--- config.mk ---
export PLATFORM = sky130hd
export DESIGN_NAME = packet_parse_top
export DESIGN_NICKNAME = d
export VERILOG_FILES = /design/src/rtl/packet_parse_pkg.sv /design/src/rtl/ebv_pointer_decoder.sv /design/src/rtl/field_shifter.sv /design/src/rtl/handle_matcher.sv /design/src/rtl/packet_parse_top.sv /design/src/rtl/packet_sequencer.sv
export VERILOG_INCLUDE_DIRS = /design/src /design/src/rtl
export SDC_FILE = /design/constraint.sdc
export NUM_CORES = 1
export LEC_CHECK = 0
export BUFFER_PORTS_ARGS = -buffer_cell sky130_fd_sc_hd__buf_2
export CORE_MARGIN = 3
export CORE_UTILIZATION = 52
export DETAILED_ROUTE_END_ITERATION = 8
export PLACE_DENSITY = 0.8
export SLEW_MARGIN = 20
export SYNTH_ARGS = -nofsm -noshare
export SYNTH_HDL_FRONTEND = slang
export SYNTH_HIERARCHICAL = 1
export SYNTH_SLANG_ARGS = --single-unit
--- constraint.sdc ---
create_clock -name bitinclk -period 3.2 [get_ports bitinclk]
set_clock_uncertainty 0.1 [all_clocks]
set_input_delay 0.16 -clock bitinclk [delete_from_list [all_inputs] [get_ports bitinclk]]
set_output_delay 0.16 -clock bitinclk [all_outputs]
set_load 0.005 [all_outputs]
--- src/rtl/packet_parse_settings.svh ---
// field widths, EBV block size and one-hot command bit positions for the packet parser
`ifndef PACKET_PARSE_SETTINGS_SVH
`define PACKET_PARSE_SETTINGS_SVH

// one-hot command code from the controller
`define PP_CMD_WIDTH 13

// handle and RN16 share this width
`define PP_HANDLE_WIDTH 16

// EBV-8: one extension flag plus 7 value bits per block
`define PP_EBV_BLOCK 8

// fixed field widths of read and write
`define PP_BANK_WIDTH 2
`define PP_WORD_COUNT_WIDTH 8

// bit positions of the kept commands
`define PP_CMD_ACK 1
`define PP_CMD_REQRN 6
`define PP_CMD_READ 7
`define PP_CMD_WRITE 8

`endif

--- src/rtl/packet_parse_pkg.sv ---
// field types and the parsed access request struct of the packet parser
`include "packet_parse_settings.svh"

package packet_parse_pkg;

  // one-hot command code, held for the whole packet
  typedef logic [`PP_CMD_WIDTH-1:0] cmd_code_t;

  typedef logic [`PP_BANK_WIDTH-1:0] bank_t;

  // top bit stays 0, only 7 value bits come from the last EBV block
  typedef logic [`PP_EBV_BLOCK-1:0] word_ptr_t;

  typedef logic [`PP_WORD_COUNT_WIDTH-1:0] word_count_t;

  // data word, also used for the handle and RN16
  typedef logic [`PP_HANDLE_WIDTH-1:0] data_word_t;

  // everything a read or write hands to the memory side
  typedef struct packed {
    bank_t       bank;
    word_ptr_t   pointer;
    word_count_t words;
    data_word_t  write_data;
  } access_req_t;

endpackage

--- src/rtl/ebv_pointer_decoder.sv ---
// EBV-8 word pointer decode, skips extended blocks and keeps the last block's value bits
`timescale 1ns/1ps
`include "packet_parse_settings.svh"

module ebv_pointer_decoder (
  input  logic                        bitinclk,
  input  logic                        reset,
  input  logic                        enable,
  input  logic                        bitin,
  output packet_parse_pkg::word_ptr_t pointer,
  output logic                        done
);

  import packet_parse_pkg::*;

  localparam int BW = `PP_EBV_BLOCK;
  localparam int CW = $clog2(BW);
  localparam logic [CW-1:0] LAST = CW'(BW - 1);

  logic [CW-1:0] bit_cnt;
  // flag of the current block was 0
  logic          last_block;
  logic [BW-2:0] value_q;

  always_ff @(posedge bitinclk or posedge reset) begin
    if (reset) begin
      bit_cnt    <= '0;
      last_block <= 1'b0;
      value_q    <= '0;
      done       <= 1'b0;
    end else if (enable && !done) begin
      // first bit of a block is the extension flag
      if (bit_cnt == '0) begin
        last_block <= !bitin;
      end else begin
        // a full block of value bits overwrites the earlier block
        value_q <= {value_q[BW-3:0], bitin};
      end

      if (bit_cnt == LAST) begin
        bit_cnt <= '0;
        if (last_block) begin
          done <= 1'b1;
        end
      end else begin
        bit_cnt <= bit_cnt + 1'b1;
      end
    end
  end

  assign pointer = word_ptr_t'({1'b0, value_q});

endmodule

--- src/rtl/field_shifter.sv ---
// serial MSB-first field capture with its own bit counter, any payload type
`timescale 1ns/1ps

module field_shifter #(
  parameter type field_t = logic [7:0]
) (
  input  logic   bitinclk,
  input  logic   reset,
  input  logic   enable,
  input  logic   bitin,
  output field_t value,
  output logic   done
);

  localparam int W = $bits(field_t);
  localparam int CW = (W > 1) ? $clog2(W) : 1;
  localparam logic [CW-1:0] LAST = CW'(W - 1);

  logic [W-1:0]  shift_q;
  logic [CW-1:0] bit_cnt;

  always_ff @(posedge bitinclk or posedge reset) begin
    if (reset) begin
      shift_q <= '0;
      bit_cnt <= '0;
      done    <= 1'b0;
    end else if (enable && !done) begin
      shift_q <= {shift_q[W-2:0], bitin};
      // done rises on the edge that takes the last bit
      if (bit_cnt == LAST) begin
        done <= 1'b1;
      end else begin
        bit_cnt <= bit_cnt + 1'b1;
      end
    end
  end

  assign value = field_t'(shift_q);

endmodule

--- src/rtl/handle_matcher.sv ---
// bitwise compare of the incoming stream against the current handle, MSB first
`timescale 1ns/1ps
`include "packet_parse_settings.svh"

module handle_matcher (
  input  logic                         bitinclk,
  input  logic                         reset,
  input  logic                         enable,
  input  logic                         bitin,
  input  logic                         immediate,
  input  packet_parse_pkg::data_word_t current_handle,
  output logic                         match
);

  localparam int CW = $clog2(`PP_HANDLE_WIDTH);
  localparam logic [CW-1:0] LAST = CW'(`PP_HANDLE_WIDTH - 1);

  logic [CW-1:0] bit_cnt;
  logic          failed;
  logic          match_q;
  logic          bit_ok;
  logic          last_ok;

  // handle index runs from the MSB down
  assign bit_ok = (bitin == current_handle[LAST - bit_cnt]);

  // final bit matching right now, before its edge
  assign last_ok = enable && !failed && (bit_cnt == LAST) && bit_ok;

  always_ff @(posedge bitinclk or posedge reset) begin
    if (reset) begin
      bit_cnt <= '0;
      failed  <= 1'b0;
      match_q <= 1'b0;
    end else if (enable && !failed && !match_q) begin
      if (!bit_ok) begin
        // one wrong bit ends the compare for this packet
        failed <= 1'b1;
      end else if (bit_cnt == LAST) begin
        match_q <= 1'b1;
      end else begin
        bit_cnt <= bit_cnt + 1'b1;
      end
    end
  end

  // ACK has no trailing bits, so the controller sees the last compare live
  assign match = match_q | (immediate & last_ok);

endmodule

--- src/rtl/packet_parse_top.sv ---
// packet parser top level, field units and sequencer wired into the access request
`timescale 1ns/1ps

module packet_parse_top (
  input  logic                          bitinclk,
  input  logic                          reset,
  input  logic                          bitin,
  input  packet_parse_pkg::cmd_code_t   cmd,
  input  packet_parse_pkg::data_word_t  current_handle,
  input  packet_parse_pkg::data_word_t  current_rn,
  output logic                          handle_match,
  output packet_parse_pkg::access_req_t access,
  output logic                          write_data_ready
);

  import packet_parse_pkg::*;

  logic        bank_en;
  logic        ptr_en;
  logic        words_en;
  logic        data_en;
  logic        handle_en;
  logic        immediate;
  logic        bank_done;
  logic        ptr_done;
  logic        words_done;
  bank_t       bank_val;
  word_ptr_t   ptr_val;
  word_count_t words_val;
  data_word_t  raw_data;
  data_word_t  write_data;

  packet_sequencer u_sequencer (
    .bitinclk   (bitinclk),
    .reset      (reset),
    .cmd        (cmd),
    .current_rn (current_rn),
    .bank_done  (bank_done),
    .ptr_done   (ptr_done),
    .words_done (words_done),
    .data_done  (write_data_ready),
    .raw_data   (raw_data),
    .bank_en    (bank_en),
    .ptr_en     (ptr_en),
    .words_en   (words_en),
    .data_en    (data_en),
    .handle_en  (handle_en),
    .immediate  (immediate),
    .write_data (write_data)
  );

  field_shifter #(.field_t(bank_t)) u_bank (
    .bitinclk (bitinclk),
    .reset    (reset),
    .enable   (bank_en),
    .bitin    (bitin),
    .value    (bank_val),
    .done     (bank_done)
  );

  ebv_pointer_decoder u_ptr (
    .bitinclk (bitinclk),
    .reset    (reset),
    .enable   (ptr_en),
    .bitin    (bitin),
    .pointer  (ptr_val),
    .done     (ptr_done)
  );

  field_shifter #(.field_t(word_count_t)) u_words (
    .bitinclk (bitinclk),
    .reset    (reset),
    .enable   (words_en),
    .bitin    (bitin),
    .value    (words_val),
    .done     (words_done)
  );

  // data done doubles as the write-data-ready flag
  field_shifter #(.field_t(data_word_t)) u_data (
    .bitinclk (bitinclk),
    .reset    (reset),
    .enable   (data_en),
    .bitin    (bitin),
    .value    (raw_data),
    .done     (write_data_ready)
  );

  handle_matcher u_handle (
    .bitinclk       (bitinclk),
    .reset          (reset),
    .enable         (handle_en),
    .bitin          (bitin),
    .immediate      (immediate),
    .current_handle (current_handle),
    .match          (handle_match)
  );

  assign access = '{bank: bank_val, pointer: ptr_val, words: words_val, write_data: write_data};

endmodule

--- src/rtl/packet_sequencer.sv ---
// field phase control per command and cover-code decode of the write data
`timescale 1ns/1ps
`include "packet_parse_settings.svh"

module packet_sequencer (
  input  logic                         bitinclk,
  input  logic                         reset,
  input  packet_parse_pkg::cmd_code_t  cmd,
  input  packet_parse_pkg::data_word_t current_rn,
  input  logic                         bank_done,
  input  logic                         ptr_done,
  input  logic                         words_done,
  input  logic                         data_done,
  input  packet_parse_pkg::data_word_t raw_data,
  output logic                         bank_en,
  output logic                         ptr_en,
  output logic                         words_en,
  output logic                         data_en,
  output logic                         handle_en,
  output logic                         immediate,
  output packet_parse_pkg::data_word_t write_data
);

  import packet_parse_pkg::*;

  // body is the word count for read and the data word for write
  typedef enum logic [1:0] {
    PH_BANK,
    PH_PTR,
    PH_BODY,
    PH_HANDLE
  } phase_t;

  phase_t     phase;
  logic       is_read;
  logic       is_write;
  logic       is_rw;
  logic       is_hs;
  logic       body_done;
  logic       in_ptr;
  logic       in_body;
  data_word_t decoded;

  assign is_read  = cmd[`PP_CMD_READ];
  assign is_write = cmd[`PP_CMD_WRITE];
  assign is_rw    = is_read | is_write;
  // handle-only commands
  assign is_hs    = cmd[`PP_CMD_ACK] | cmd[`PP_CMD_REQRN];

  assign body_done = is_read ? words_done : data_done;

  // phase moves on the edge after done, so the next unit is
  // also enabled while the phase still points at the finished field
  always_ff @(posedge bitinclk or posedge reset) begin
    if (reset) begin
      phase <= PH_BANK;
    end else if (is_rw) begin
      case (phase)
        PH_BANK: begin
          if (bank_done) begin
            phase <= PH_PTR;
          end
        end
        PH_PTR: begin
          if (ptr_done) begin
            phase <= PH_BODY;
          end
        end
        PH_BODY: begin
          if (body_done) begin
            phase <= PH_HANDLE;
          end
        end
        default: begin
          phase <= PH_HANDLE;
        end
      endcase
    end
  end

  assign in_ptr  = is_rw && ((phase == PH_PTR) || ((phase == PH_BANK) && bank_done));
  assign in_body = is_rw && ((phase == PH_BODY) || ((phase == PH_PTR) && ptr_done));

  assign bank_en   = is_rw && (phase == PH_BANK);
  assign ptr_en    = in_ptr;
  assign words_en  = in_body & is_read;
  assign data_en   = in_body & is_write;
  assign handle_en = is_hs ||
                     (is_rw && ((phase == PH_HANDLE) || ((phase == PH_BODY) && body_done)));

  assign immediate = cmd[`PP_CMD_ACK];

  // write data arrives cover-coded with RN16
  assign decoded = raw_data ^ current_rn;

  // the data shifter holds the word, decode shows once the field is complete
  assign write_data = data_done ? decoded : '0;

endmodule

==> summary.txt, run 1 <==
Status
  • Status: completed

Yosys
  • Yosys reg bits: 57
  • Top_reg_cell synth: dfrtp_1
  • Synth Instances: 254
  • Register area share after synthesis: 0.485
  • Share of async-settable or async-resettable flops after synthesis: 1.00
  • Syn_nets: 309
  • Mapped Area: about 3000 um2
  • Unique masters post-synth: 46
  • Average cell area after synthesis: roughly 12 um2
  • Yosys Warn Count: 6
  • Post-synth EDFFs: 0

Placed design
  • RePlAce Congestion: 0.806
  • HPWL Detailed: about 4 mm
  • PortBufs: 73

STA
  • RSZ-0062 raised after global routing: no
  • Final Hold Violating Endpoints: 0
  • Peak Freq: 338 MHz
  • Max-slew violations: 0
  • Hold slack final: between 0.06 and 0.07 ns
  • Worst slew margin: 0.476
  • Min Tclk post-route: 2.96 ns
  • Worst-margin pin slew: just under 0.8 ns
  • # setup viols final: 0
  • Fin Setup TNS: 0 ns
  • Crit share post-route: 0.924

Global routing
  • Vias in the first global route: 2022
  • Total congestion overflow: 0
  • Global-route wire length before repair: around 9 mm
  • Total track usage: 0.180
  • Initial antenna violation count: 0
  • Pin count of the biggest net entering global routing: 22

Route
  • Initial DRC Count: approximately 80
  • Routed len/inst: ~13 um
  • ANT nets after route: 0
  • Router iterations before antenna repair: 4
  • Via count: a little over 2000
  • Avg Vias per Cell: 5.11
  • Total wire length: 5.39 mm
  • Drt drc: 0

Layout
  • Layout cells sized above 1: 0.369
  • Final #Nets: 384
  • Area delta synth->final: 18.9%
  • Finished Core Util: 0.664
  • Antenna cells: 0

Worst setup path
  • Slowest CP cell: mux4_1
  • Worst Setup End Kind: output port
  • Crit path max fanout: 7
  • CP required: about 3 ns
  • Buf/Inv on CP: 1
  • Cell chain of the critical path: mux4_1 -> mux4_2 -> xor2_2 -> o41ai_1 -> buf_2
  • Setup CP Type: flip-flop to output port
  • Delay-heaviest family, CP: multiplexers
  • Max incr delay on CP: ~0.6 ns
  • Crit path launch type: flip-flop
  • WP data arrival: 2.70 ns

Clock tree
  • Num Clock Sinks: 57
  • Clk_lat worst skew: 0.32 ns
  • Postcts setup bufs: 0
  • Register clock-pin slew on the reported worst setup and hold paths: 0.06 ns
  • CTS max path bufs: 2
  • CTS tree: built
  • Total CTS buffers: 9
  • H-tree Lvls: 3
  • Clk root buf: clkbuf_8

Floorplan
  • Core ar.: around 5300 um2
  • Die width: ~81 um
  • Area of the die: around 6600 um2
  • Starting Density: 0.558
  • Row cnt: 26
  • IO Count: 84
  • Die height: 81.2 um

Power and ir drop
  • Part of the power in combinational logic: 0.350
  • Sequential Power Share: 0.451
  • Pleak: roughly 1.8 nW
  • Net Sw Power: around 0.96 mW
  • Peak VDD IR: a little under 500 uV
  • Clock group share of total power: 0.199
  • Switching Fraction: 0.332
  • Internal power: approximately 1.9 mW
  • Pwr/cell area: between 800 and 900 nW/um2

Hold path
  • Hold Path Class: input port to flip-flop

Flow run
  • Max cap viols: 0
-- registers in the layout, indices dropped and copies added, names as in the netlist --
register / count
u_words/done: 1
u_handle/match_q: 1
u_bank/bit_cnt: 1
u_ptr/bit_cnt: 3
u_bank/done: 1
u_data/value: 16
u_data/bit_cnt: 4
u_words/bit_cnt: 3
u_ptr/last_block: 1
u_sequencer/phase: 2
u_ptr/done: 1
u_handle/bit_cnt: 4
u_handle/failed: 1
u_ptr/value_q: 7
u_bank/value: 2
u_words/value: 8
u_data/done: 1
-- per-layer routing --
layer / track usage / part of all wire / vias up
met1: 0.215 / 0.42 / 988
met5: 0 / 0 / -
met3: 0.0432 / 0.066 / 2
met2: 0.319 / 0.51 / 62
met4: 0.0608 / 0.0045 / 0
li1: - / - / 997
-- what timing repair did --
action	CTS	global route
hold endpoints to repair	57	0
hold buffers	1	0
gates resized for setup	0	0
-- worst paths after layout --
check | slack (ns) | depth (start not counted) | to | from
max | 0.24 | 5 | handle_match | u_handle/bit_cnt[0]$_DFFE_PP0P_
min | 0.07 | 3 | u_data/value[0]$_DFFE_PP0P_ | bitin
max reg2reg | 0.60 | 5 | u_handle/bit_cnt[1]$_DFFE_PP0P_ | u_handle/bit_cnt[0]$_DFFE_PP0P_
min reg2reg | 0.38 | 1 | u_words/bit_cnt[0]$_DFFE_PP0P_ | u_words/bit_cnt[0]$_DFFE_PP0P_
max in group asynchronous | 2.01 | 3 | u_data/value[15]$_DFFE_PP0P_ | reset
min in group asynchronous | 0.20 | 3 | u_sequencer/phase[0]$_DFFE_PP0P_ | reset
-- cells in the final DEF (no fill, tap or decap), types with 3 or more instances in the layout --
cell,count
xor2_1,20
buf_2,73
mux4_1,3
ha_1,7
and2_1,16
dfrtp_1,57
nor3_1,5
nand3_1,4
inv_1,12
nor2_1,4
a21oi_1,3
nand2_1,51
nand2b_1,4
mux2_2,10
mux2_4,11
nor2b_1,3
mux2_1,3
clkbuf_8,12
-- kinds of logic after synthesis --
logic type               Yosys count  share of synthesized area
AND/OR/NAND/NOR                   98                      0.175
AO/OA/AOI/OAI                     17                     0.0481
XOR/XNOR                          22                     0.0681
flip-flops                        57                      0.485
multiplexers                      30                      0.151
other                              1                    0.00128
buffers and inverters             22                     0.0408
adder cells (fa/ha/maj)            7                     0.0298
-- metrics by stage --
| stage | power (mW) | setup WS, ns | std cells | cell area, um2 |
|---|---|---|---|---|
| floorplan | 1.99 | 0.809 | 254 | 2940 |
| global placement | 2.27 | 0.670 | 387 | 3320 |
| detailed placement | 2.34 | 0.604 | 387 | 3320 |
| CTS | 2.92 | 0.256 | 401 | 3500 |
| global route | 3.13 | 0.162 | 401 | 3500 |
| finish | 2.88 | 0.243 | 401 | 3500 |
-- power groups by stage --
stage / sequential [mW] / clock [mW] / combinational, mW
after floorplan: 1.25 / 0 / 0.736
after global placement: 1.29 / 0 / 0.973
after detailed placement: 1.31 / 0 / 1.02
after CTS: 1.31 / 0.590 / 1.03
after global routing: 1.35 / 0.628 / 1.14
final: 1.30 / 0.574 / 1.01
-- final cells by class --
type                            count  area (um2)
Clock buffer                       13         169
Fill cell                         425        1770
Inverter                           12        45.0
Multi-Input combinational cell    175        1390
Sequential cell                    57        1430
Tap cell                           70        87.6
Timing Repair Buffer               74         375
-- worst register-to-register path: cells and delay by family (launching register included) --
family | cells | cell delay (ns)
DFF | 1 | 0.51
and+or+nand+nor | 1 | 0.21
muxes | 3 | 1.47
xor gates and xnor gates | 1 | 0.20
-- cells in the mapped netlist (4+ instances only) --
cell type / count / area share
and2_1: 16 / 0.034
dfrtp_1: 57 / 0.49
ha_1: 7 / 0.030
inv_1: 12 / 0.015
mux2_2: 10 / 0.038
mux2_4: 11 / 0.056
nand2_1: 51 / 0.065
nand2b_1: 4 / 0.0085
nand3_1: 4 / 0.0068
nor2_1: 4 / 0.0051
nor3_1: 5 / 0.0085
xor2_1: 20 / 0.060
(Power assumes the default switching activity.)
==> inputs of run 2 (changes only) <==
--- a/config.mk
+++ b/config.mk
@@ -10,7 +10,7 @@
 export CORE_MARGIN = 3
 export CORE_UTILIZATION = 52
 export DETAILED_ROUTE_END_ITERATION = 8
-export PLACE_DENSITY = 0.8
+export PLACE_DENSITY = 0.9
 export SLEW_MARGIN = 20
 export SYNTH_ARGS = -nofsm -noshare
 export SYNTH_HDL_FRONTEND = slang
==> summary.txt, run 2 (synthesis gave the netlist of run 1 again) <==
Worst setup path
  • Crit path max fanout: 7 (unchanged)
  • Max incr delay on CP: 0.60 ns (about the same)
  • Cell chain of the critical path: mux4_1 -> mux4_2 -> xor2_2 -> o41ai_1 -> buf_2 (unchanged)
  • WP data arrival: 2.68 ns (was 2.70 ns)
  • Crit path launch type: flip-flop (unchanged)
  • CP required: 2.94 ns (about the same)
  • Worst Setup End Kind: output port (unchanged)
  • Slowest CP cell: mux4_1 (unchanged)
  • Setup CP Type: flip-flop to output port (unchanged)

Floorplan
  • Row cnt: 26 (unchanged)
  • Starting Density: 0.558 (unchanged)
  • Die width: 81.2 um (unchanged)
  • IO Count: 84 (unchanged)
  • Area of the die: 6590 um2 (unchanged)
  • Core ar.: 5270 um2 (unchanged)
  • Die height: 81.2 um (unchanged)

Layout
  • Commonest non-fill, non-tap cell in the layout: buf_2 (unchanged)
  • Final #Nets: 384 (unchanged)
  • Most frequent cells in the layout: buf_2, dfrtp_1, nand2_1 (unchanged)
  • Design area: 3540 um2 (was 3500 um2)
  • Area delta synth->final: 20.4% (was 18.9%)
  • Antenna cells: 0 (unchanged)
  • Max reg flops: 16 (unchanged)
  • Layout cells sized above 1: 0.377 (was 0.369)

Flow run
  • Max cap viols: 0 (unchanged)

STA
  • # setup viols final: 0 (unchanged)
  • Crit share post-route: 0.920 (was 0.924)
  • Peak Freq: 340 MHz (was 338 MHz)
  • Worst slew margin: 0.477 (was 0.476)
  • Max-slew violations: 0 (unchanged)
  • Final Hold Violating Endpoints: 0 (unchanged)
  • Min Tclk post-route: 2.94 ns (was 2.96 ns)
  • Worst-margin pin slew: 0.784 ns (was 0.786 ns)
  • RSZ-0062 raised after global routing: no (unchanged)
  • Fin Setup TNS: 0 ns (unchanged)

Clock tree
  • Register clock-pin slew on the reported worst setup and hold paths: 0.06 ns (about the same)
  • CTS tree: built (unchanged)
  • Clk root buf: clkbuf_8 (unchanged)
  • H-tree Lvls: 3 (unchanged)
  • Total CTS buffers: 9 (unchanged)
  • Num Clock Sinks: 57 (unchanged)
  • CTS max path bufs: 2 (unchanged)
  • Clk_lat worst skew: 0.32 ns (about the same)
  • Post-CTS sizing: 0 (unchanged)

Power and ir drop
  • Peak VDD IR: 373 uV (was 488 uV)
  • Pleak: 1.86 nW (was 1.84 nW)
  • Pwr/cell area: 844 nW/um2 (was 825 nW/um2)

Route
  • Total wire length: 5.44 mm (was 5.39 mm)
  • Drt drc: 0 (unchanged)
  • Avg Vias per Cell: 5.07 (was 5.11)
  • Via count: 2048 (was 2049)
  • Routed len/inst: 13.5 um (was 13.4 um)
  • Initial DRC Count: 159 (was 81)
  • ANT nets after route: 0 (unchanged)
  • Router iterations before antenna repair: 4 (unchanged)

Placed design
  • Cell Area, Placed: 3320 um2 (unchanged)
  • HPWL Detailed: 3.99 mm (was 4.01 mm)
  • RePlAce Congestion: 0.791 (was 0.806)
  • PortBufs: 73 (unchanged)

Global routing
  • Initial antenna violation count: 0 (unchanged)
  • Total congestion overflow: 0 (unchanged)
  • Pin count of the biggest net entering global routing: 22 (unchanged)
  • Total track usage: 0.188 (was 0.180)
  • Vias in the first global route: 2089 (was 2022)
  • Global-route wire length before repair: 9.38 mm (was 8.98 mm)

Hold path
  • Hold Path Class: input port to flip-flop (unchanged)

Status
  • Status: completed (unchanged)
-- run 2: cell types whose count changed in the layout (fill, tap and decap cells not counted) --
cell      delta
clkbuf_8     +3
clkinv_2     +1
clkbuf_1     -1
-- run 2: metrics by stage --
stage          cells  hold slack [ns]   util  power [mW]  worst slack, ns
2_1_floorplan    254           -0.199      -        1.99            0.809
6_report         404           0.0578  0.672        2.99            0.257
5_1_grt          404           0.0930  0.672        3.22            0.120
3_3_place_gp     387          -0.0296  0.630        2.26            0.611
4_1_cts          404           0.0367  0.672        3.03            0.194
3_5_place_dp     387          -0.0268  0.630        2.33            0.590
-- run 2: what timing repair did --
| action | 4_1_cts | 5_1_grt |
|---|---|---|
| endpoints found under the hold margin | 57 | 0 |
| buffers inserted | 0 | 0 |
| hold buffers | 1 | 0 |
-- run 2: area by class of cell --
| class | instances | area (um2) |
|---|---|---|
| inverters | 12 | 45.0 |
| repair buffers | 74 | 375 |
| clock inverters | 1 | 5.00 |
| clock buffers | 15 | 206 |
| well taps | 70 | 87.6 |
| fillers | 407 | 1730 |
| flip-flops and latches | 57 | 1430 |
| multi-input cells | 175 | 1390 |
-- run 2: where the power goes --
group          internal [mW]  switching [mW]  leakage [nW]  total (mW)
Clock                  0.407           0.265         0.112       0.672
Combinational          0.582           0.433          1.04        1.01
Sequential              1.01           0.290         0.709        1.30
-- run 2: worst max-delay path, delay by kind of cell (launching register included) --
family | cells | cell delay (ns)
flip-flops | 1 | 0.52
multiplexers | 2 | 1.10
XOR/XNOR | 1 | 0.20
buffers and inverters | 1 | 0.17
AO/OA/AOI/OAI | 1 | 0.37
-- run 2: final timing paths --
path	from	endpoint	slack [ns]	cells after the start
max in group asynchronous	reset	u_data/value[6]$_DFFE_PP0P_	2.02	3
setup reg to reg	u_handle/bit_cnt[0]$_DFFE_PP0P_	u_handle/bit_cnt[1]$_DFFE_PP0P_	0.62	5
min in group asynchronous	reset	u_sequencer/phase[1]$_DFFE_PP0P_	0.19	3
hold / removal	bitin	u_data/value[0]$_DFFE_PP0P_	0.06	3
hold reg to reg	u_bank/bit_cnt$_DFFE_PP0P_	u_bank/bit_cnt$_DFFE_PP0P_	0.39	1
setup / recovery	u_handle/bit_cnt[0]$_DFFE_PP0P_	handle_match	0.26	5
-- run 2: routing by layer --
metal / track usage / up-vias / wire length, um / share of wire
met2: 0.316 / 63 / 2750 / 0.51
met3: 0.0632 / 6 / 384 / 0.071
li1: - / 999 / - / -
met1: 0.221 / 980 / 2250 / 0.41
met5: 0 / - / 0 / 0
met4: 0.0760 / 0 / 55 / 0.010
